==> config.mk <==
export PLATFORM = sky130hd
export DESIGN_NAME = vram_regs_flat
export DESIGN_NICKNAME = d
export VERILOG_FILES = /design/src/hw/vram_pkg.sv /design/src/hw/vram_ifs.sv /design/src/hw/vram_regs.sv /design/src/flat_wrapper.sv
export SDC_FILE = /design/constraint.sdc
export NUM_CORES = 1
export LEC_CHECK = 0
export BUFFER_PORTS_ARGS = -buffer_cell sky130_fd_sc_hd__buf_2
export CAP_MARGIN = 25
export CELL_PAD_IN_SITES_DETAIL_PLACEMENT = 1
export CELL_PAD_IN_SITES_GLOBAL_PLACEMENT = 1
export CORE_ASPECT_RATIO = 1.75
export CORE_UTILIZATION = 25
export DETAILED_ROUTE_END_ITERATION = 8
export PLACE_DENSITY = 0.63
export RECOVER_POWER = 25
export SLEW_MARGIN = 20
export SYNTH_ARGS = -nofsm -noshare
export SYNTH_HDL_FRONTEND = slang
export SYNTH_SLANG_ARGS = --single-unit
==> constraint.sdc <==
create_clock -name clk_a -period 1.94 [get_ports clk_a]
set_clock_uncertainty 0.1 [all_clocks]
set_input_delay 0.388 -clock clk_a [delete_from_list [all_inputs] [get_ports clk_a]]
set_output_delay 0.388 -clock clk_a [all_outputs]
set_load 0.005 [all_outputs]
==> src/hw/vram_pkg.sv <==
/* video memory subsystem package
   frame-buffer widths, shared vector types and the host register map */

package vram_pkg;

   // data path widths
   localparam int VRAM_WORD_W = 32;
   localparam int VRAM_ADDR_W = 15;
   localparam int HOST_ADDR_W = 16;
   localparam int REG_SEL_W   = 2;
   localparam int COUNT_W     = 16;

   // one frame-buffer word, shifted out msb first
   typedef logic [VRAM_WORD_W-1:0] vram_word_t;

   // word address into the frame buffer
   typedef logic [VRAM_ADDR_W-1:0] vram_addr_t;

   // host bus address, top bit selects register space
   typedef logic [HOST_ADDR_W-1:0] host_addr_t;

   typedef logic [REG_SEL_W-1:0] reg_sel_t;   // register index
   typedef logic [COUNT_W-1:0] count_t;       // line and word counts

   localparam int HOST_REG_BIT = HOST_ADDR_W - 1;

   // register map
   localparam reg_sel_t REG_BASE  = 2'd0;   // frame base word address
   localparam reg_sel_t REG_WORDS = 2'd1;   // words per line
   localparam reg_sel_t REG_LINES = 2'd2;   // lines per frame
   localparam reg_sel_t REG_CTRL  = 2'd3;   // enable and invert

   // control register bits
   localparam int CTRL_ENABLE_BIT = 0;
   localparam int CTRL_INVERT_BIT = 1;

   // 21k words of 32 bits
   localparam int VRAM_DEPTH_DEFAULT = 21504;

endpackage

==> src/hw/vram_ifs.sv <==
/* frame-buffer memory port and host register bus
   each with a master side and a target side */


interface reg_bus_if;
   import vram_pkg::*;

   logic we;
   reg_sel_t sel;
   vram_word_t wdata;
   vram_word_t rdata;   // combinational readback

   modport master (output we, sel, wdata, input rdata);
   modport slave (input we, sel, wdata, output rdata);
endinterface

==> src/hw/vram_regs.sv <==
/* display configuration registers
   frame base, line geometry and the enable and invert controls */

module vram_regs (
   input logic clk_a,
   input logic reset,
   reg_bus_if.slave bus,
   output vram_pkg::vram_addr_t base,
   output vram_pkg::count_t words_per_line,
   output vram_pkg::count_t lines,
   output logic enable,
   output logic invert
);
   import vram_pkg::*;

   logic [1:0] ctrl_q;

   always_ff @(posedge clk_a)
   begin
      if (reset)
      begin
         base <= '0;
         words_per_line <= '0;
         lines <= '0;
         ctrl_q <= '0;   // scanout off
      end
      else if (bus.we)
      begin
         case (bus.sel)
            REG_BASE:
               base <= bus.wdata[VRAM_ADDR_W-1:0];
            REG_WORDS:
               words_per_line <= bus.wdata[COUNT_W-1:0];
            REG_LINES:
               lines <= bus.wdata[COUNT_W-1:0];
            default:
            begin
               ctrl_q[CTRL_ENABLE_BIT] <= bus.wdata[CTRL_ENABLE_BIT];
               ctrl_q[CTRL_INVERT_BIT] <= bus.wdata[CTRL_INVERT_BIT];
            end
         endcase
      end
   end

   // readback, unused upper bits are zero
   always_comb
   begin
      case (bus.sel)
         REG_BASE:
            bus.rdata = vram_word_t'(base);
         REG_WORDS:
            bus.rdata = vram_word_t'(words_per_line);
         REG_LINES:
            bus.rdata = vram_word_t'(lines);
         default:
            bus.rdata = vram_word_t'(ctrl_q);
      endcase
   end

   assign enable = ctrl_q[CTRL_ENABLE_BIT];
   assign invert = ctrl_q[CTRL_INVERT_BIT];

endmodule

==> src/flat_wrapper.sv <==
// flat-port wrapper written by rule: the top's interface ports become plain ports
module vram_regs_flat import vram_pkg::*;
  (clk_a, reset, base, words_per_line, lines, enable, invert, bus_we, bus_sel, bus_wdata, bus_rdata);
  reg_bus_if bus_i ();
  input logic clk_a;
  input logic reset;
  output vram_pkg::vram_addr_t base;
  output vram_pkg::count_t words_per_line;
  output vram_pkg::count_t lines;
  output logic enable;
  output logic invert;
  input wire logic [$bits(bus_i.we)-1:0] bus_we;
  input wire logic [$bits(bus_i.sel)-1:0] bus_sel;
  input wire logic [$bits(bus_i.wdata)-1:0] bus_wdata;
  output wire logic [$bits(bus_i.rdata)-1:0] bus_rdata;
  assign bus_i.we = bus_we;
  assign bus_i.sel = bus_sel;
  assign bus_i.wdata = bus_wdata;
  assign bus_rdata = bus_i.rdata;
  vram_regs u_core (.clk_a(clk_a), .reset(reset), .bus(bus_i), .base(base), .words_per_line(words_per_line), .lines(lines), .enable(enable), .invert(invert));
endmodule
Word level (Yosys, flattened, before mapping)
Index checks and enable logic that the tools add are counted.

$add $sub $neg: 0. Multiply operators: 0. Divide/modulo/power cells: 0. Magnitude comparators: 0. Equality and inequality tests: 2. Shift operators: 0. Muxes and demuxes: 1. Bitwise gates (word level): 1. Reduce and logical (&&, ||, !) cells: 6.

Operator list (number): 16-bit case mux with 3 select lines (1); 2-bit AND reduction (4); 3-bit OR reduction (1); 2-bit by 1-bit == test with 1-bit output (second input constant) (1); 2-bit == test (second input constant) (1); 2-bit zero test (1); 1-bit NOT (1).

Flip-flop bits (word level): 49. Bits in latches: 0. Bits in writable memories: 0. ROM bits: 0. Bits of input ports: 37. Output and inout port bits: 81. Word-level logic and storage cells: 14. Memories kept: 0.

Longest topological paths before layout
Depth after elaboration: 4. Depth in mapped cells: 4.

Worst setup path before layout
OpenSTA, ideal clock, no wires.

Path type: input port to output port. Start: input bus_sel[1]. End: output bus_rdata[0]. Arrival: 1.093 ns. Data required time: 1.452 ns. Setup slack: 0.359 ns. Stages: 2. Path through: buf_2 mux4_2.

Cells in the longest elaborated chain, start to end: 2.

RTL lines: start, declared (RTL line flat_wrapper.sv:13) `input wire logic [$bits(bus_i.sel)-1:0] bus_sel;`; 2-bit == test (tied with other cells) (RTL line vram_regs.sv:48) `case (bus.sel)`; 16-bit case mux with 3 select lines (*) (RTL line vram_regs.sv:48); end, declared (RTL line flat_wrapper.sv:15) `output wire logic [$bits(bus_i.rdata)-1:0] bus_rdata;`.

Every way passes the cells marked *; elsewhere a longest branch is shown, timed or not.

Final worst setup path
Start: input bus_sel[1]. End: register u_core.words_per_line[13].

Cells in the longest elaborated chain, start to end: 2.

RTL lines: 2-bit by 1-bit == test with 1-bit output (RTL line vram_regs.sv:29) `case (bus.sel)`; 2-bit AND reduction (no source line); end signal, assigned (RTL line vram_regs.sv:33) `words_per_line <= bus.wdata[COUNT_W-1:0];`; end, declared (RTL line vram_regs.sv:9) `output vram_pkg::count_t words_per_line,`.

No other way between the ends. A chain may end at the register's enable or synchronous reset.

==> flow_summary.toml <==
[drt]
first_pass_iters = 4
viasPerCell = 4.339
vias = 1922
routedWlPerCell_um = 15.21
drt_iter0_drc = 52
drt-total-wl_um = 6740
drcViolationCount = 0
drtAntennaViolNets = 0

[placed_design]
io_buffers = 85
hpwl_um = 5062
place_area_um2 = 3002
gp_congestion = 0.6848

[power_and_ir_drop]
clkPwrFrac_pct = 39.3
seqPwrFrac_pct = 48.3
p_leak_nw = 1.562
internal-power_mw = 1.686
power_mw = 2.215
power_density_nw_per_um2 = 709.1
swShare_pct = 23.90
vdd_drop_max_mv = 0.3402
switchingPower_mw = 0.5294
pwr-share-comb_pct = 12.3

[setup_path]
cp_num_buf_inv = 3
max_stage_delay_ns = 0.45
arrival_ns = 1.85
worst_path_most_repeated_cell = "clkbuf_1"
worstPathRequired_ns = 2.06
cp-end-kind = "flip-flop"
crit_chain = "buf_2, clkbuf_1, nand3b_1, clkbuf_1, mux2i_1"
crit_family = "buffers and inverters"
crit_type = "input port to flip-flop"
start_kind = "input port"
crit_path_top_delay_cell = "clkbuf_1"
worstPathMaxFanout = 9

[global_routing]
grt_pass1_wl_um = 10740
antenna_found_initial = 0
grtUsageTotal_pct = 13.71
grt_pass1_vias = 2030
grt_remaining_overflow = 0
grt_max_degree = 66

[die]
die_x_um = 76.91
rows = 47
start_util_pct = 25.77
die-area_um2 = 10230
coreArea_um2 = 9527
dieHeight_um = 133.1
pin_count = 118

[yosys]
yosysSeqAreaShare_pct = 39.96
yosysWarningCount = 0
synth_area_leaders = "dfxtp_1 (40%), mux2i_1 (25%), nand2b_1 (17%), buf_4 (6.1%), o2bb2ai_1 (4.6%)"
netlist_area_um2 = 2455
yosysTopAreaCell = "dfxtp_1"
avgSynthCellArea_um2 = 10.49
synth_seq_cells = 49
synth_cells = 234
yosysUniqueCellTypes = 17
synth_top_area_share_pct = 39.96

[sta]
setup_tns_ns = 0
setup_viol = 0
max_freq_mhz = 575.9
worst_slew_pin_slew_ns = 0.5647
fin_crit_sh_pct = 89.51
period_needed_ns = 1.736
rsz0062_at_grt = "no"
slew_headroom_pct = 62.35
drv_slew = 0
hold_viol = 0

[finish]
nFillCells = 1138
regArea_um2 = 980.9
mostFrequentLayoutCell = "buf_2"
drive_above_1_share_pct = 31.15
finalInstanceArea_um2 = 3124
syn2layout_area_growth_pct = 27.27
diodes = 0
nets = 358
mostFrequentLayoutCells = "buf_2 (80), nand2b_1 (65), mux2i_1 (62)"
multi_input_area_um2 = 1320

[outcome]
status = "finished clean"

[clock_network]
cts_root_buf = "clkbuf_16"
numCtsBuffers = 5
clk_latency_ns = 0.29
cts-hold-fix-buffers = 0
clk_path_buf_depth = 2
clk_pin_slew_ns = 0.06
cts_tree = "done"
postCtsSetupBuffers = 0
cts.sinks = 49
ctsResizeCount = 0
cts_max_level = 2

[worst_hold_path]
worstHoldPathType = "input port to flip-flop"

[flow_run]
cap_violations = 0
[sequential cells by signal, indices dropped and copies added, names as in the netlist]
name and flops:
u_core.lines 16, u_core.base 15, u_core.words_per_line 16, u_core.ctrl_q 2
[final timing paths]
check	start	cells past startpoint	end	slack, ns
worst max-delay path	bus_sel[1]	5	u_core.words_per_line[13]	0.20
worst min register to register	u_core.base[1]	2	u_core.base[1]	0.39
worst max register to register	u_core.words_per_line[13]	2	u_core.words_per_line[13]	1.18
worst min-delay path	bus_wdata[15]	3	u_core.lines[15]	0.30
[cells in the mapped netlist, drive strengths merged]
library cell,instances
a22o,1
and3b,1
buf,24
clkbuf,9
conb,1
dfxtp,49
mux2i,62
mux4,2
nand2b,65
nand3,1
nand3b,2
nor2b,2
nor3b,1
o2bb2ai,13
or3b,1
[cells by family after synthesis]
group | after synthesis | synth area share [%]
buffers and inverters | 33 | 8.562
AND/OR/NAND/NOR | 73 | 19.21
multiplexers | 64 | 27.12
other | 1 | 0.1528
flip-flops | 49 | 39.96
AO/OA/AOI/OAI | 14 | 4.995
[worst min-delay path: stages]
cell	delay, ns
buf_2	0.10
nand2b_1	0.08
mux2i_1	0.07
[per-stage QoR]
stage	hold WS (ns)	instances	util [%]	worst slack, ns
after floorplan	0.3750	249	-	0.3592
after global placement	0.3729	436	31.51	0.2131
after detailed placement	0.3781	436	31.51	0.1915
after CTS	0.3067	443	33.01	0.1826
after global routing	0.3229	443	32.79	0.06357
final	0.3039	443	32.79	0.2036
[power by group through the flow]
| stage | clock network, mW | logic, mW | registers, mW |
|---|---|---|---|
| final | 0.871 | 0.273 | 1.07 |
| after floorplan | 0 | 0.182 | 1.09 |
| after global routing | 0.939 | 0.301 | 1.08 |
| after CTS | 0.901 | 0.285 | 1.07 |
| after detailed placement | 0 | 0.284 | 1.09 |
| after global placement | 0 | 0.279 | 1.09 |
[area by class of cell]
type	count	area share [%]
multi-input cells	167	42.25
flip-flops and latches	49	31.40
repair buffers	98	16.90
well taps	122	4.886
clock buffers	7	4.565
[routing by layer]
layer / GRT usage [%] / vias to the layer above / routed length (um)
met1: 14.26 / 923 / 2592
li1: - / 936 / -
met5: 0 / - / 0
met2: 25.89 / 56 / 3732
met3: 2.897 / 7 / 289
met4: 5.769 / 0 / 125
(Power assumes the default switching activity.)
