===== src/hw/vram_pkg.sv =====
/* video memory subsystem package
   frame-buffer widths, shared vector types and the host register map */

package vram_pkg;

   // data path widths
   localparam int VRAM_WORD_W = 32;
   localparam int VRAM_ADDR_W = 15;
   localparam int HOST_ADDR_W = 16;
   localparam int REG_SEL_W   = 2;
   localparam int COUNT_W     = 16;

   // one frame-buffer word, shifted out msb first
   typedef logic [VRAM_WORD_W-1:0] vram_word_t;

   // word address into the frame buffer
   typedef logic [VRAM_ADDR_W-1:0] vram_addr_t;

   // host bus address, top bit selects register space
   typedef logic [HOST_ADDR_W-1:0] host_addr_t;

   typedef logic [REG_SEL_W-1:0] reg_sel_t;   // register index
   typedef logic [COUNT_W-1:0] count_t;       // line and word counts

   localparam int HOST_REG_BIT = HOST_ADDR_W - 1;

   // register map
   localparam reg_sel_t REG_BASE  = 2'd0;   // frame base word address
   localparam reg_sel_t REG_WORDS = 2'd1;   // words per line
   localparam reg_sel_t REG_LINES = 2'd2;   // lines per frame
   localparam reg_sel_t REG_CTRL  = 2'd3;   // enable and invert

   // control register bits
   localparam int CTRL_ENABLE_BIT = 0;
   localparam int CTRL_INVERT_BIT = 1;

   // 21k words of 32 bits
   localparam int VRAM_DEPTH_DEFAULT = 21504;

endpackage


===== src/hw/vram_ifs.sv =====
/* frame-buffer memory port and host register bus
   each with a master side and a target side */

interface mem_port_if;
   import vram_pkg::*;

   logic en;
   logic we;
   vram_addr_t addr;
   vram_word_t wdata;
   vram_word_t rdata;   // registered, one cycle after en

   modport master (output en, we, addr, wdata, input rdata);
   modport ram (input en, we, addr, wdata, output rdata);
endinterface

interface reg_bus_if;
   import vram_pkg::*;

   logic we;
   reg_sel_t sel;
   vram_word_t wdata;
   vram_word_t rdata;   // combinational readback

   modport master (output we, sel, wdata, input rdata);
   modport slave (input we, sel, wdata, output rdata);
endinterface


===== src/hw/vram_host_port.sv =====
/* host slave for the four-phase req/ack bus
   routes each request to the frame buffer or the register set */

module vram_host_port (
   input logic clk_a,
   input logic reset,
   input logic host_req,
   input logic host_we,
   input vram_pkg::host_addr_t host_addr,
   input vram_pkg::vram_word_t host_wdata,
   output logic host_ack,
   output vram_pkg::vram_word_t host_rdata,
   mem_port_if.master mem,
   reg_bus_if.master regs
);
   import vram_pkg::*;

   typedef enum logic [1:0] {
      idle,
      ram_wait,   // RAM read data on its way
      reg_done,   // first ack cycle of a register access
      ack_hold    // ack up until req drops
   } host_state_t;

   host_state_t state;
   logic start;
   logic reg_space;

   assign reg_space = host_addr[HOST_REG_BIT];
   assign start = (state == idle) && host_req;

   // one strobe per request, issued in the cycle req is first seen
   assign mem.en = start && !reg_space;
   assign mem.we = host_we;
   assign mem.addr = host_addr[VRAM_ADDR_W-1:0];
   assign mem.wdata = host_wdata;

   assign regs.we = start && reg_space && host_we;
   assign regs.sel = host_addr[REG_SEL_W-1:0];
   assign regs.wdata = host_wdata;

   assign host_ack = (state == reg_done) || (state == ack_hold);

   always_ff @(posedge clk_a)
   begin
      if (reset)
         state <= idle;
      else
      begin
         case (state)
            idle:
               if (host_req)
                  state <= reg_space ? reg_done : ram_wait;
            ram_wait:
               state <= ack_hold;
            reg_done:
            begin
               if (!host_req)
                  state <= idle;   // req already gone
               else
                  state <= ack_hold;
            end
            default:
               if (!host_req)
                  state <= idle;
         endcase
      end
   end

   // read data settles before ack goes up
   always_ff @(posedge clk_a)
   begin
      if (start && reg_space)
         host_rdata <= regs.rdata;
      else if (state == ram_wait)
         host_rdata <= mem.rdata;   // written word on a write
   end

endmodule


===== src/flat_wrapper.sv =====
// flat-port wrapper written by rule: the top's interface ports become plain ports
module vram_host_port_flat import vram_pkg::*;
  (clk_a, reset, host_req, host_we, host_addr, host_wdata, host_ack, host_rdata, mem_en, mem_we, mem_addr, mem_wdata, mem_rdata, regs_we, regs_sel, regs_wdata, regs_rdata);
  mem_port_if mem_i ();
  reg_bus_if regs_i ();
  input logic clk_a;
  input logic reset;
  input logic host_req;
  input logic host_we;
  input vram_pkg::host_addr_t host_addr;
  input vram_pkg::vram_word_t host_wdata;
  output logic host_ack;
  output vram_pkg::vram_word_t host_rdata;
  output wire logic [$bits(mem_i.en)-1:0] mem_en;
  output wire logic [$bits(mem_i.we)-1:0] mem_we;
  output wire logic [$bits(mem_i.addr)-1:0] mem_addr;
  output wire logic [$bits(mem_i.wdata)-1:0] mem_wdata;
  input wire logic [$bits(mem_i.rdata)-1:0] mem_rdata;
  output wire logic [$bits(regs_i.we)-1:0] regs_we;
  output wire logic [$bits(regs_i.sel)-1:0] regs_sel;
  output wire logic [$bits(regs_i.wdata)-1:0] regs_wdata;
  input wire logic [$bits(regs_i.rdata)-1:0] regs_rdata;
  assign mem_en = mem_i.en;
  assign mem_we = mem_i.we;
  assign mem_addr = mem_i.addr;
  assign mem_wdata = mem_i.wdata;
  assign mem_i.rdata = mem_rdata;
  assign regs_we = regs_i.we;
  assign regs_sel = regs_i.sel;
  assign regs_wdata = regs_i.wdata;
  assign regs_i.rdata = regs_rdata;
  vram_host_port u_core (.clk_a(clk_a), .reset(reset), .host_req(host_req), .host_we(host_we), .host_addr(host_addr), .host_wdata(host_wdata), .host_ack(host_ack), .host_rdata(host_rdata), .mem(mem_i), .regs(regs_i));
endmodule

===== config.mk =====
export PLATFORM = sky130hd
export DESIGN_NAME = vram_host_port_flat
export DESIGN_NICKNAME = d
export VERILOG_FILES = /design/src/hw/vram_pkg.sv /design/src/hw/vram_ifs.sv /design/src/hw/vram_host_port.sv /design/src/flat_wrapper.sv
export SDC_FILE = /design/constraint.sdc
export NUM_CORES = 1
export LEC_CHECK = 0
export BUFFER_PORTS_ARGS = -buffer_cell sky130_fd_sc_hd__buf_2
export CAP_MARGIN = 20
export CORE_AREA = 2 2 91 93
export CTS_CLUSTER_SIZE = 14
export DETAILED_ROUTE_END_ITERATION = 10
export DIE_AREA = 0 0 93 95
export GPL_TIMING_DRIVEN = 0
export PLACE_DENSITY = 0.68
export RECOVER_POWER = 100
export SYNTH_ARGS = -nofsm -noshare
export SYNTH_HDL_FRONTEND = slang
export SYNTH_SLANG_ARGS = --single-unit

===== constraint.sdc =====
create_clock -name clk_a -period 2.3 [get_ports clk_a]
set_clock_uncertainty 0.15 [all_clocks]
set_input_delay 0.115 -clock clk_a [delete_from_list [all_inputs] [get_ports clk_a]]
set_output_delay 0.115 -clock clk_a [all_outputs]
set_load 0.02 [all_outputs]

# After elaboration in Yosys (flattened, before gate mapping)
# Cells that the tools add are included.
# classes
eq_ne,5
reduce_logical,9
mux,7
# ops
op,n
32-bit two-way mux,2
2-bit two-way mux,4
2-bit one-hot mux with 3 select lines,1
2-bit equality test (second input constant),2
1-bit logical AND,4
4-bit by 1-bit != test with 1-bit output (second input constant),1
2-bit by 1-bit equality test with 1-bit output (second input constant),1
2-bit zero test,1
2-bit != test (second input constant),1
2-bit AND reduction,1
2-bit nonzero test,1
1-bit zero test,1
1-bit logical OR,1
# word_totals
input_bits,116
output_inout_bits,117
register_bits,34
elab_cells,23

# Depth between registers and ports, before layout
# depth
ltp_word,4
mapped_depth,4
mapped_depth_nobuf,3

# Worst setup path before layout
# Ideal clock, no wire load.
# synth_path
kind,register -> register
start,register u_core.state[0]
end,register u_core.host_rdata[0] (enable)
period_less_slack_ps,2378
slack_ps,-78
t_arrival_ps,1807
required_time_ps,1729
stages_incl_launch_ff,3
path_buffers,0
path_cell_list,dfxtp_1 a21oi_1 nor2_1
# synth_via
elab_chain_len,4
elab_cells_between_ends,5
# synth_rtl
item,line_no,source
"start, declared",vram_host_port.sv:25,host_state_t state;
"start signal, assigned",vram_host_port.sv:47,state <= idle;
"start signal, assigned",vram_host_port.sv:53,state <= reg_space ? reg_done : ram_wait;
"start signal, assigned",vram_host_port.sv:55,state <= ack_hold;
2-bit zero test,vram_host_port.sv:30,assign start = (state == idle) && host_req;
1-bit logical AND,vram_host_port.sv:30,
1-bit logical AND,vram_host_port.sv:73,if (start && reg_space)
2-bit nonzero test (no source line) *,--,
"end signal, assigned",vram_host_port.sv:74,host_rdata <= regs.rdata;
"end signal, assigned",vram_host_port.sv:76,host_rdata <= mem.rdata;
"end, declared",vram_host_port.sv:12,"output vram_pkg::vram_word_t host_rdata,"
# Mark *: on every way between the ends. The rest lies on a longest branch, timed or not.
# A chain may end at the register's enable or synchronous reset.

# Worst setup path in the final report
# layout_path
start,input host_req
end,register u_core.host_rdata[3] (data pin)
# layout_via
elab_chain_len,3
# layout_rtl
item,line_no,source
"start, declared",flat_wrapper.sv:8,input logic host_req;
1-bit logical AND,vram_host_port.sv:30,
1-bit logical AND,vram_host_port.sv:73,
32-bit two-way mux,vram_host_port.sv:73,
# No other way between the ends.

==> reports/summary.md <==
Placed design
• **standard cell area after detailed placement** 3150 um^2
• **detailed-placement wirelength estimate** 4400 um
• **number of port buffers** 185
• **last weighted congestion value of the routability-driven placer** 0.825

Floorplanning
• **initial core utilization** 26.3%
• **die outline width** 93 um
• **area of the die** 8840 um^2
• **number of top-level pins** 233
• **die height** 95 um
• **CORE AREA** 7930 um^2
• **standard-cell rows** 33

Synth
• **total standard cell area after synthesis** 2090 um^2
• **Yosys top cell by area** sky130_fd_sc_hd__edfxtp_1
• **number of distinct library cells after synthesis** 16
• **register bit count reported by yosys** 34
• **biggest area contributors in the synthesized netlist** sky130_fd_sc_hd__edfxtp_1, sky130_fd_sc_hd__buf_4, sky130_fd_sc_hd__mux2_2
• **Post-Syn Instances** 164
• **sequential element share of the synthesized area** 47.9%
• **count of yosys warnings during synthesis** 0
• **Mapped Avg Cell Area** 12.7 um^2
• **fraction of synthesized cell area taken by the top area cell type** 46.0%
• **Post-Synthesis Net Count** 280

Finish
• **finished layout cell area** 3650 um^2
• **final net count** 529
• **Area growth, synth to finish** 74.8%
• **number of inserted filler cells in the final layout** 787
• **Antenna Diode Count** 0
• **share of final-layout standard cells stronger than drive strength 1** 45.4%

GRT
• **global route total overflow** 0
• **Global Route Usage Sum** 13.0%
• **vias in the first global route** 1,941
• **largest net degree at the start of global routing** 33
• **antenna violations before repair** 0
• **first-pass GRT wire length** 8690 um

Clock network
• **CTS tree** done
• **clock network latency to the later pin of the worst-skew pair** 270 ps
• **maximum count of clock buffers along a single path** 2
• **Root Buffer Master** sky130_fd_sc_hd__clkbuf_8
• **number of levels the H-tree was split into** 2
• **CTS buffer count** 5
• **number of sinks driven by the clock tree** 34
• **register clock-pin slew on the reported worst setup and hold paths** 70 ps
• **post-CTS sizing** 0

Detailed routing
• **average vias per placed instance** 3.95
• **detailed-route wire length** 6670 um
• **number of nets with antenna violations after detailed routing** 0
• **total iterations of the first detailed-routing run** 4
• **DRC marker count from the first detailed-route iteration** 27
• **number of vias in the routed layout** 2,048
• **drc violations** 0
• **average wire per cell in the routed design** 12.8 um

Critical path
• **biggest fanout along the worst timing path** 10
• **required time of the worst setup path** 2180 ps
• **startpoint-to-endpoint class of the critical path** in2reg
• **CP Capture Type** register
• **depth of the worst register-to-register path** 3
• **crit path DAT** 1940 ps
• **crit path launch type** input pin

Timing
• **post-route setup TNS** 0 ps
• **Worst Max-Slew Pin Slew** 890 ps
• **fin. max-slew vios** 0
• **unrepaired setup endpoints after global routing** false
• **post-route fraction of the period consumed by the critical path** 89.6%
• **Final Hold Vio Count** 0
• **minimum period implied by the final worst setup slack** 2060 ps
• **final-report setup violation count** 0
• **Max-slew headroom** 40.5%
• **highest clock rate** 485 MHz

Job
• **MaxCap Viol Count** 0

Power and ir drop
• **Static Leakage** 0.00156 uW
• **PD cells** 487 nW/um^2
• **maximum VDD drop** 0.188 mV

Min path
• **HP Class** in2reg
• **cell depth of the worst hold path** 2

Outcome
• **run status** finished, final reports clean

==> what timing repair did <==
item / CTS / global route
setup buffers: 0 / 0
hold endpoints to repair: 29 / 5
setup endpoints to repair: 0 / 0
hold buffers: 52 / 5
==> cells by family after synthesis <==
family / Yosys count / synth area share [%]
mux: 32 / 17.3
simple gates: 6 / 2.16
compound gates: 5 / 1.20
flops: 34 / 47.9
buf+inv: 87 / 31.5
==> per-layer routing <==
metal  wire length, um  GRT usage, %  vias to the layer above
met4                78          4.17                        0
met1              2230          11.4                      930
li1                  -             -                      976
met5                 0             0                        -
met3               641          4.15                        6
met2              3720          27.2                      136
==> flip-flops by register name (all words and copies together) (netlist names) <==
register           flops
u_core.state           2
u_core.host_rdata     32
==> metrics by stage <==
stage,utilization [%],cells,hold slack (ps),worst slack [ps],power [uW]
2_1_floorplan,-,164,34.1,447,1150
3_3_place_gp,39.7,454,140,73.0,1330
3_5_place_dp,39.8,454,148,487,1340
4_1_cts,47.4,514,0.982,356,1810
5_1_grt,46.1,519,1.77,146,1860
6_report,46.1,519,4.92,239,1780
==> synth_stat cells <==
library cell	instances
sky130_fd_sc_hd__buf_6	3
sky130_fd_sc_hd__nor3_4	1
sky130_fd_sc_hd__mux2_2	30
sky130_fd_sc_hd__edfxtp_1	32
sky130_fd_sc_hd__nor4b_1	1
sky130_fd_sc_hd__nor2_1	1
sky130_fd_sc_hd__clkbuf_1	1
sky130_fd_sc_hd__nand2_1	1
sky130_fd_sc_hd__a21oi_1	3
sky130_fd_sc_hd__nand2b_1	1
sky130_fd_sc_hd__inv_1	1
sky130_fd_sc_hd__and2_1	1
sky130_fd_sc_hd__buf_4	82
sky130_fd_sc_hd__dfxtp_1	2
sky130_fd_sc_hd__o21ai_0	2
sky130_fd_sc_hd__mux2_1	2
==> cell usage in the layout, fill, tap and decap left out <==
cell type                       count
sky130_fd_sc_hd__nor4b_1            1
sky130_fd_sc_hd__nor2_4             1
sky130_fd_sc_hd__nand2b_1           1
sky130_fd_sc_hd__clkinv_1           1
sky130_fd_sc_hd__clkbuf_1         120
sky130_fd_sc_hd__dfxtp_1            2
sky130_fd_sc_hd__nor3_4             1
sky130_fd_sc_hd__buf_6              2
sky130_fd_sc_hd__inv_1              1
sky130_fd_sc_hd__clkbuf_2           1
sky130_fd_sc_hd__nand2_1            1
sky130_fd_sc_hd__clkinv_2           1
sky130_fd_sc_hd__mux2_1             4
sky130_fd_sc_hd__edfxtp_1          32
sky130_fd_sc_hd__buf_2             67
sky130_fd_sc_hd__o21ai_0            2
sky130_fd_sc_hd__dlygate4sd3_1     57
sky130_fd_sc_hd__a21oi_1            3
sky130_fd_sc_hd__and2_1             1
sky130_fd_sc_hd__clkbuf_8           5
sky130_fd_sc_hd__buf_4             82
sky130_fd_sc_hd__mux2_2            28
==> power by group <==
| group | total (uW) | switching, uW | internal [uW] |
|---|---|---|---|
| Sequential | 767 | 19.2 | 747 |
| Clock | 403 | 195 | 208 |
| Combinational | 607 | 316 | 291 |
| Total | 1780 | 530 | 1250 |
==> critical path, cell delays in order <==
cell and delay, ps:
sky130_fd_sc_hd__dlygate4sd3_1 530, sky130_fd_sc_hd__clkbuf_1 170, sky130_fd_sc_hd__nand2_1 110, sky130_fd_sc_hd__nor3_4 300
sky130_fd_sc_hd__clkbuf_2 340, sky130_fd_sc_hd__mux2_2 380
==> layout make-up <==
cell class | instances | area [um^2] | area share [%]
plain buffers | 86 | 647 | 17.7
clock buffers | 6 | 72.6 | 1.99
clock inverters | 2 | 8.76 | 0.240
inverters | 1 | 3.75 | 0.103
multi-input cells | 43 | 438 | 12.0
flip-flops and latches | 34 | 1000 | 27.4
well taps | 105 | 131 | 3.60
repair buffers | 242 | 1350 | 36.9
==> path summary, 6_finish.rpt <==
kind,startpoint,endpoint,slack [ps]
worst min-delay path,mem_rdata[13],u_core.host_rdata[13]$_DFFE_PP_,5
worst min register to register,u_core.state[0]$_SDFFE_PP0P_,u_core.state[1]$_SDFFE_PP0P_,430
worst max-delay path,host_req,u_core.host_rdata[3]$_DFFE_PP_,240
worst max register to register,u_core.state[1]$_SDFFE_PP0P_,u_core.host_rdata[3]$_DFFE_PP_,400
Power figures use the tool's default switching activity.
