===== src/hw/vram_pkg.sv =====
/* video memory subsystem package
   frame-buffer widths, shared vector types and the host register map */

package vram_pkg;

   // data path widths
   localparam int VRAM_WORD_W = 32;
   localparam int VRAM_ADDR_W = 15;
   localparam int HOST_ADDR_W = 16;
   localparam int REG_SEL_W   = 2;
   localparam int COUNT_W     = 16;

   // one frame-buffer word, shifted out msb first
   typedef logic [VRAM_WORD_W-1:0] vram_word_t;

   // word address into the frame buffer
   typedef logic [VRAM_ADDR_W-1:0] vram_addr_t;

   // host bus address, top bit selects register space
   typedef logic [HOST_ADDR_W-1:0] host_addr_t;

   typedef logic [REG_SEL_W-1:0] reg_sel_t;   // register index
   typedef logic [COUNT_W-1:0] count_t;       // line and word counts

   localparam int HOST_REG_BIT = HOST_ADDR_W - 1;

   // register map
   localparam reg_sel_t REG_BASE  = 2'd0;   // frame base word address
   localparam reg_sel_t REG_WORDS = 2'd1;   // words per line
   localparam reg_sel_t REG_LINES = 2'd2;   // lines per frame
   localparam reg_sel_t REG_CTRL  = 2'd3;   // enable and invert

   // control register bits
   localparam int CTRL_ENABLE_BIT = 0;
   localparam int CTRL_INVERT_BIT = 1;

   // 21k words of 32 bits
   localparam int VRAM_DEPTH_DEFAULT = 21504;

endpackage


===== src/hw/vram_ifs.sv =====
/* frame-buffer memory port and host register bus
   each with a master side and a target side */

interface mem_port_if;
   import vram_pkg::*;

   logic en;
   logic we;
   vram_addr_t addr;
   vram_word_t wdata;
   vram_word_t rdata;   // registered, one cycle after en

   modport master (output en, we, addr, wdata, input rdata);
   modport ram (input en, we, addr, wdata, output rdata);
endinterface



===== src/hw/vram_scanout.sv =====
/* scanout engine, walks the frame buffer word by word
   and shifts each word out as one pixel per clock, msb first */

module vram_scanout (
   input logic clk_a,
   input logic reset,
   mem_port_if.master mem,
   input vram_pkg::vram_addr_t base,
   input vram_pkg::count_t words_per_line,
   input vram_pkg::count_t lines,
   input logic enable,
   input logic invert,
   output logic pixel,
   output logic pixel_valid,
   output logic frame_start
);
   import vram_pkg::*;

   localparam int BIT_W = $clog2(VRAM_WORD_W);

   typedef enum logic [1:0] {idle, prime, run} scan_state_t;

   scan_state_t state;
   logic [2*COUNT_W-1:0] frame_len;
   logic [2*COUNT_W-1:0] fetch_left;   // words still to fetch in this frame
   vram_addr_t fetch_addr;
   logic cfg_valid;
   logic cfg_ok;        // geometry of the frame being fetched
   logic fetch_first;   // next fetch opens a frame
   logic next_first;    // tags of the word waiting in the RAM output
   logic next_stop;
   vram_word_t shift_q;
   logic [BIT_W-1:0] bit_cnt;
   logic inv_q;
   logic load;
   logic stop;
   logic fetch;

   assign frame_len = words_per_line * lines;
   assign cfg_valid = (words_per_line != '0) && (lines != '0);

   // the RAM output register holds the prefetched word
   assign load = (state == run) && (!pixel_valid || bit_cnt == BIT_W'(VRAM_WORD_W - 1));
   assign stop = !enable || next_stop;
   assign fetch = (state == prime) || (load && !stop);

   assign mem.en = fetch;
   assign mem.we = 1'b0;   // read only
   assign mem.addr = fetch_addr;
   assign mem.wdata = '0;

   assign pixel = pixel_valid & (shift_q[VRAM_WORD_W-1] ^ inv_q);

   always_ff @(posedge clk_a)
   begin
      if (reset)
      begin
         state <= idle;
         pixel_valid <= 1'b0;
         frame_start <= 1'b0;
         bit_cnt <= '0;
         inv_q <= 1'b0;
      end
      else
      begin
         frame_start <= 1'b0;
         case (state)
            idle:
               if (enable && cfg_valid)
                  state <= prime;
            prime:
               state <= run;
            default:
            begin
               if (load && stop)
               begin
                  state <= idle;   // ends on a word boundary
                  pixel_valid <= 1'b0;
               end
               else if (load)
               begin
                  pixel_valid <= 1'b1;
                  frame_start <= next_first;
                  bit_cnt <= '0;
                  if (next_first)
                     inv_q <= invert;   // invert taken per frame
               end
               else
                  bit_cnt <= bit_cnt + 1'b1;
            end
         endcase
      end
   end

   // fetch pointer, config sampled when a frame wraps
   always_ff @(posedge clk_a)
   begin
      if (reset)
      begin
         fetch_addr <= '0;
         fetch_left <= '0;
         fetch_first <= 1'b0;
         cfg_ok <= 1'b0;
         next_first <= 1'b0;
         next_stop <= 1'b0;
      end
      else if (state == idle)
      begin
         fetch_addr <= base;
         fetch_left <= frame_len;
         fetch_first <= 1'b1;
         cfg_ok <= cfg_valid;
      end
      else if (fetch)
      begin
         next_first <= fetch_first;
         next_stop <= fetch_first && !cfg_ok;   // zero-sized frame
         if (fetch_left == 1)
         begin
            fetch_addr <= base;
            fetch_left <= frame_len;
            fetch_first <= 1'b1;
            cfg_ok <= cfg_valid;
         end
         else
         begin
            fetch_addr <= fetch_addr + 1'b1;
            fetch_left <= fetch_left - 1'b1;
            fetch_first <= 1'b0;
         end
      end
   end

   always_ff @(posedge clk_a)
   begin
      if (load)
         shift_q <= mem.rdata;
      else
         shift_q <= shift_q << 1;
   end

endmodule


===== src/flat_wrapper.sv =====
// flat-port wrapper written by rule: the top's interface ports become plain ports
module vram_scanout_flat import vram_pkg::*;
  (clk_a, reset, base, words_per_line, lines, enable, invert, pixel, pixel_valid, frame_start, mem_en, mem_we, mem_addr, mem_wdata, mem_rdata);
  mem_port_if mem_i ();
  input logic clk_a;
  input logic reset;
  input vram_pkg::vram_addr_t base;
  input vram_pkg::count_t words_per_line;
  input vram_pkg::count_t lines;
  input logic enable;
  input logic invert;
  output logic pixel;
  output logic pixel_valid;
  output logic frame_start;
  output wire logic [$bits(mem_i.en)-1:0] mem_en;
  output wire logic [$bits(mem_i.we)-1:0] mem_we;
  output wire logic [$bits(mem_i.addr)-1:0] mem_addr;
  output wire logic [$bits(mem_i.wdata)-1:0] mem_wdata;
  input wire logic [$bits(mem_i.rdata)-1:0] mem_rdata;
  assign mem_en = mem_i.en;
  assign mem_we = mem_i.we;
  assign mem_addr = mem_i.addr;
  assign mem_wdata = mem_i.wdata;
  assign mem_i.rdata = mem_rdata;
  vram_scanout u_core (.clk_a(clk_a), .reset(reset), .mem(mem_i), .base(base), .words_per_line(words_per_line), .lines(lines), .enable(enable), .invert(invert), .pixel(pixel), .pixel_valid(pixel_valid), .frame_start(frame_start));
endmodule

===== config.mk =====
export PLATFORM = sky130hd
export DESIGN_NAME = vram_scanout_flat
export DESIGN_NICKNAME = d
export VERILOG_FILES = /design/src/hw/vram_pkg.sv /design/src/hw/vram_ifs.sv /design/src/hw/vram_scanout.sv /design/src/flat_wrapper.sv
export SDC_FILE = /design/constraint.sdc
export NUM_CORES = 1
export LEC_CHECK = 0
export ABC_AREA = 0
export BUFFER_PORTS_ARGS = -buffer_cell sky130_fd_sc_hd__buf_2
export CORE_MARGIN = 3
export CORE_UTILIZATION = 60
export DETAILED_ROUTE_END_ITERATION = 8
export PLACE_DENSITY = 0.8
export SETUP_SLACK_MARGIN = 0.5
export SYNTH_ARGS = -nofsm -noshare
export SYNTH_HDL_FRONTEND = slang
export SYNTH_SLANG_ARGS = --single-unit

===== constraint.sdc =====
create_clock -name clk_a -period 19.5 [get_ports clk_a]
set_input_delay 1.95 -clock clk_a [delete_from_list [all_inputs] [get_ports clk_a]]
set_output_delay 1.95 -clock clk_a [all_outputs]
set_load 0.05 [all_outputs]

## Word-level counts from Yosys, hierarchy flattened

Cells that the tools add are included.

- Memories kept: 0
- Memory bits (writable): 0
- Latch bits: 0
- Register bits after elaboration: 93
- Logic and storage cells: 75
- Bits in read-only memories: 0

- Reductions and logical operators: 28
- Multipliers: 1
- Add/sub/neg operators: 3
- Magnitude comparators: 0
- Div/mod/pow operators: 0
- Bitwise operators: 6
- Shift-type cells: 0
- Multiplexer cells: 19
- Equality and inequality tests: 5

Operators by type and width:

| operator | count |
|---|---|
| $mux W32 | 4 |
| $mux W15 | 3 |
| $eq A32 B1 Y1 const B | 1 |
| $mul A16 B16 Y32 | 1 |
| $reduce_bool A16 Y1 | 2 |
| $sub A32 B1 Y32 const B | 1 |
| $add A15 B1 Y15 const B | 1 |
| $reduce_and A2 Y1 | 5 |
| $mux W1 | 8 |
| $logic_and A1 B1 Y1 | 6 |
| $reduce_bool A2 Y1 | 3 |
| $add A5 B1 Y5 const B | 1 |
| $eq A5 B5 Y1 const B | 1 |
| $mux W5 | 1 |
| $reduce_or A5 Y1 | 1 |
| $logic_not A1 Y1 | 4 |
| $mux W2 | 2 |
| $not A1 Y1 | 4 |
| $pmux W2 S2 | 1 |
| $reduce_and A4 Y1 | 1 |
| $logic_or A1 B1 Y1 | 3 |
| $reduce_bool A3 Y1 | 1 |
| $eq A2 B1 Y1 const B | 1 |
| $eq A2 B2 Y1 const B | 1 |
| other kinds (5) | 5 |

## Logic depth before layout (Yosys ltp)

- Depth after elaboration: 7
- Mapped depth: 23
- Gate-level depth less buffers: 20

## Worst setup path after synthesis

No wires, ideal clock.

- Path type: in2reg
- Start point: input port lines[7]
- End point: register u_core.fetch_left[29]
- Library setup time: 0.083 ns
- Stages: 21
- Arrival time: 7.728 ns
- Path buffers: 2
- Required time: 19.417 ns
- Slack: 11.690 ns
- Cell sequence: clkbuf_1 > clkbuf_1 > nand2_1 > fa_1 > inv_1 > fa_1 > inv_1 > fa_1 > inv_1 > fa_1 > fa_1 > inv_1 > fa_1 > inv_1 > ha_1 > o21a_1 > nor2_1 > o41ai_1 > a2111oi_0 > or3b_1 > o221ai_1

- Word-level cells in the longest chain between the ends: 4

RTL lines:

| what | RTL line | text |
|---|---|---|
| start, declared | flat_wrapper.sv:9 | `input vram_pkg::count_t lines;` |
| $mul A16 B16 Y32 (*) | vram_scanout.sv:39 | `assign frame_len = words_per_line * lines;` |
| $mux W32 | vram_scanout.sv:118 | `if (fetch_left == 1)` |
| $mux W32 | vram_scanout.sv:114 | `else if (fetch)` |
| $mux W32 (*) | vram_scanout.sv:107 | `else if (state == idle)` |
| end signal, assigned | vram_scanout.sv:110 | `fetch_left <= frame_len;` |
| end signal, assigned | vram_scanout.sv:121 | `fetch_left <= frame_len;` |
| end signal, assigned | vram_scanout.sv:128 | `fetch_left <= fetch_left - 1'b1;` |
| end, declared | vram_scanout.sv:25 | `logic [2*COUNT_W-1:0] fetch_left;` |

Mark *: on every way between the ends. The rest lies on a longest branch, timed or not. The select of a mux whose other input is x is not followed.
A chain may end at the register's enable or synchronous reset.

## Final worst setup path

- Start point: input port words_per_line[7]
- End point: register u_core.fetch_left[29]

- Word-level cells in the longest chain between the ends: 4

RTL lines:

| what | RTL line | text |
|---|---|---|
| start, declared | flat_wrapper.sv:8 | `input vram_pkg::count_t words_per_line;` |
| $mul A16 B16 Y32 (*) | vram_scanout.sv:39 |  |
| $mux W32 | vram_scanout.sv:118 |  |
| $mux W32 | vram_scanout.sv:114 |  |
| $mux W32 (*) | vram_scanout.sv:107 |  |

Marks and branches as above.

==> impl_metrics.py <==
metrics = {
    "outcome": {
        "status": "finished, final reports clean",
    },
    "drt": {
        "ant_nets": 0,
        "via_per_inst": 5.75,
        "routed_wl_mm": 32.5,
        "routedWlPerCell_um": 16.5,
        "drc": 0,
        "first_pass_iters": 5,
        "drt_iter0_drc": 923,
        "via_count": 11294,
    },
    "worst_setup_path": {
        "crit_path_start_kind": "primary input",
        "reg2reg_from": "u_core.fetch_left[21]",
        "arrival_ns": 7.78,
        "required_ns": 19.70,
        "critPathLaunch": "words_per_line[7]",
        "critical_path_class": "in2reg",
        "r2r_slack_ns": 15.83,
        "r2r_cells": 7,
        "cp-end-kind": "flop",
        "path_max_fanout": 17,
        "r2r_end": "u_core.fetch_left[24]",
    },
    "floorplan": {
        "start_util_pct": 61.4,
        "rows": 54,
        "dieArea_um2": 24300,
        "die_x_um": 156,
        "io-pin-count": 135,
        "core_um2": 22000,
        "fp.dieH_um": 156,
    },
    "grt": {
        "grt_max_degree": 71,
        "grt_util_met2_pct": 43.6,
        "grt_pass1_wl_mm": 54.7,
        "grt-busiest-layer": "met2",
        "grtUsageTotal_pct": 27.3,
        "antenna_found_initial": 0,
        "grt_use_met3_pct": 6.05,
        "use_met1_pct": 38.4,
        "grt_pass1_vias": 11241,
        "grt_overflow_total": 0,
    },
    "timing": {
        "skew_ns": 0.00568,
        "tns_ns": 0,
        "layout_min_cycle_time_ns": 7.58,
        "fmax_ghz": 0.132,
        "finalSetupViolations": 0,
        "maxSlewViolCount": 0,
        "hold_violations": 0,
        "worst_pin_slew_ns": 1.21,
        "grt_setup_unrepaired": "no",
        "period_share_pct": 38.9,
        "slew_headroom_pct": 19.2,
    },
    "place": {
        "gp_congestion": 0.896,
        "hpwl_mm": 25.0,
        "port-buffer-count": 101,
    },
    "clock_network": {
        "clk_transition_reported_paths_ns": 0.07,
        "cts_tree": "yes",
        "clk_latency_ns": 0.34,
        "cts_root_buf": "clkbuf_16",
        "clock_tree.buffer_depth": 2,
        "clkSinkCount": 93,
        "cts_resized": 0,
        "cts_max_level": 3,
        "cts_buffers": 9,
        "cts_hold_buf": 0,
        "post_cts_buffers": 0,
    },
    "logic_synthesis": {
        "synth_common_cells": "nand2_1 (288), inv_1 (232), fa_1 (194)",
        "synth.distinct_cells": 70,
        "synthTopCellsByArea": "fa_1 (29%), dfxtp_1 (14%), ha_1 (10%)",
        "syn_area_um2": 13500,
        "synthMostInstantiatedCell": "nand2_1",
        "synth_edf_count": 0,
        "yosysSeqAreaShare_pct": 13.8,
        "synth.avg_cell_area_um2": 8.20,
        "syn_inst": 1643,
        "yosysWarningCount": 0,
        "async_flop_share_pct": 0,
        "ys_ff_latch": 93,
        "yosysTopAreaCellShare_pct": 28.8,
        "synth_top_area_cell": "fa_1",
        "synth_flop_cell": "dfxtp_1",
    },
    "final_layout": {
        "post_route_cells_drive_above_1_share_pct": 8.02,
        "area_delta_synth_final_pct": 5.37,
        "finalNetCount": 2065,
        "diodes": 0,
    },
    "run": {
        "cap_violations": 0,
    },
    "min_path": {
        "min_path_type": "reg2reg",
        "hold_start": "u_core.shift_q[16]",
        "min_path_cells": 2,
        "min_to": "u_core.shift_q[17]",
    },
}
## cell type report
type                       instances  area, µm²
multi-input combinational       1236      10300
fill                            1880       7760
sequential                        93       1860
inverter                         232        871
timing repair buffer             107        551
tap                              280        350
clock buffer                      10        239
clock inverter                     6       53.8
## per-stage QoR
| step | instance area [µm²] | util, % | hold slack, ns | instances | setup slack, ns |
|---|---|---|---|---|---|
| final | 14200 | 64.6 | 0.422 | 1964 | 11.92 |
| after global routing | 14200 | 64.6 | 0.438 | 1964 | 11.55 |
| after CTS | 14200 | 64.6 | 0.425 | 1964 | 11.93 |
| after detailed placement | 13900 | 63.3 | 0.409 | 1948 | 11.60 |
| after global placement | 13900 | 63.3 | 0.401 | 1948 | 11.59 |
| after floorplan | 13600 | - | 0.399 | 1675 | 11.69 |
## logic make-up (layout without fill, tap and decap cells)
group / count (synthesis) / count (layout) / share of synthesized area [%]
buf+inv: 346 / 355 / 11.0
simple gates: 618 / 618 / 22.2
xor+xnor: 26 / 26 / 1.69
compound gates: 252 / 252 / 12.0
mux: 4 / 4 / 0.306
fa+ha+maj: 303 / 303 / 39.0
other cells: 1 / 33 / 0.0278
flops: 93 / 93 / 13.8
## state kept, by name (all words and copies together), names as in the netlist
register,count
u_core.fetch_first,1
u_core.frame_start,1
u_core.bit_cnt,5
u_core.fetch_left,32
u_core.state,2
u_core.mem.addr,15
u_core.next_first,1
u_core.shift_q,32
u_core.next_stop,1
u_core.cfg_ok,1
u_core.inv_q,1
u_core.pixel_valid,1
## layout by cell type, fill, tap and decap left out, types with 5 or more instances in the layout
master,instances
nand2_1,288
inv_1,232
fa_1,194
and2_1,125
ha_1,109
buf_2,101
dfxtp_1,93
nor2_1,65
o21ai_0,64
a21oi_1,64
conb_1,33
nor3_1,24
nand3_1,23
nor4_1,21
a21o_1,21
xor2_1,17
a211oi_1,13
and3_1,12
o211ai_1,12
or3_1,10
nand4_1,10
xnor2_1,9
a31oi_1,9
clkbuf_16,9
o21a_1,7
nand3b_1,7
a22oi_1,7
nor2b_1,6
o211a_1,6
buf_4,6
a32oi_1,5
## layer usage
metal	part of all wire [%]	vias up
met1	43	5435
met2	46	501
met3	9.3	43
met4	1.2	0
met5	0	-
li1	-	5315
## critical path, cell delays in order
cell and delay (ns):
buf_2 0.31, nand2_1 0.13, fa_1 0.55, inv_1 0.05, fa_1 0.50, inv_1 0.06
fa_1 0.56, inv_1 0.06, fa_1 0.45, fa_1 0.49, inv_1 0.05, fa_1 0.47
inv_1 0.04, ha_1 0.34, nand2_1 0.11, nand2_1 0.06, a221oi_1 0.47, o41ai_1 0.13
buf_4 0.19, a2111oi_0 0.50, or3b_1 0.19, o221ai_1 0.10
## how the worst max path moves through the flow
stage,cells after the start,slack [ns],to
global placement,22,11.59,u_core.fetch_left[29]
CTS,22,11.93,u_core.fetch_left[29]
detailed placement,22,11.60,u_core.fetch_left[29]
floorplan,21,11.69,u_core.fetch_left[29]
finish,22,11.92,u_core.fetch_left[29]
global route,19,11.55,u_core.fetch_left[29]
Power is left out: the tool's default activity adds up to more than one toggle a clock period on the data nets, which glitch-free logic cannot reach.
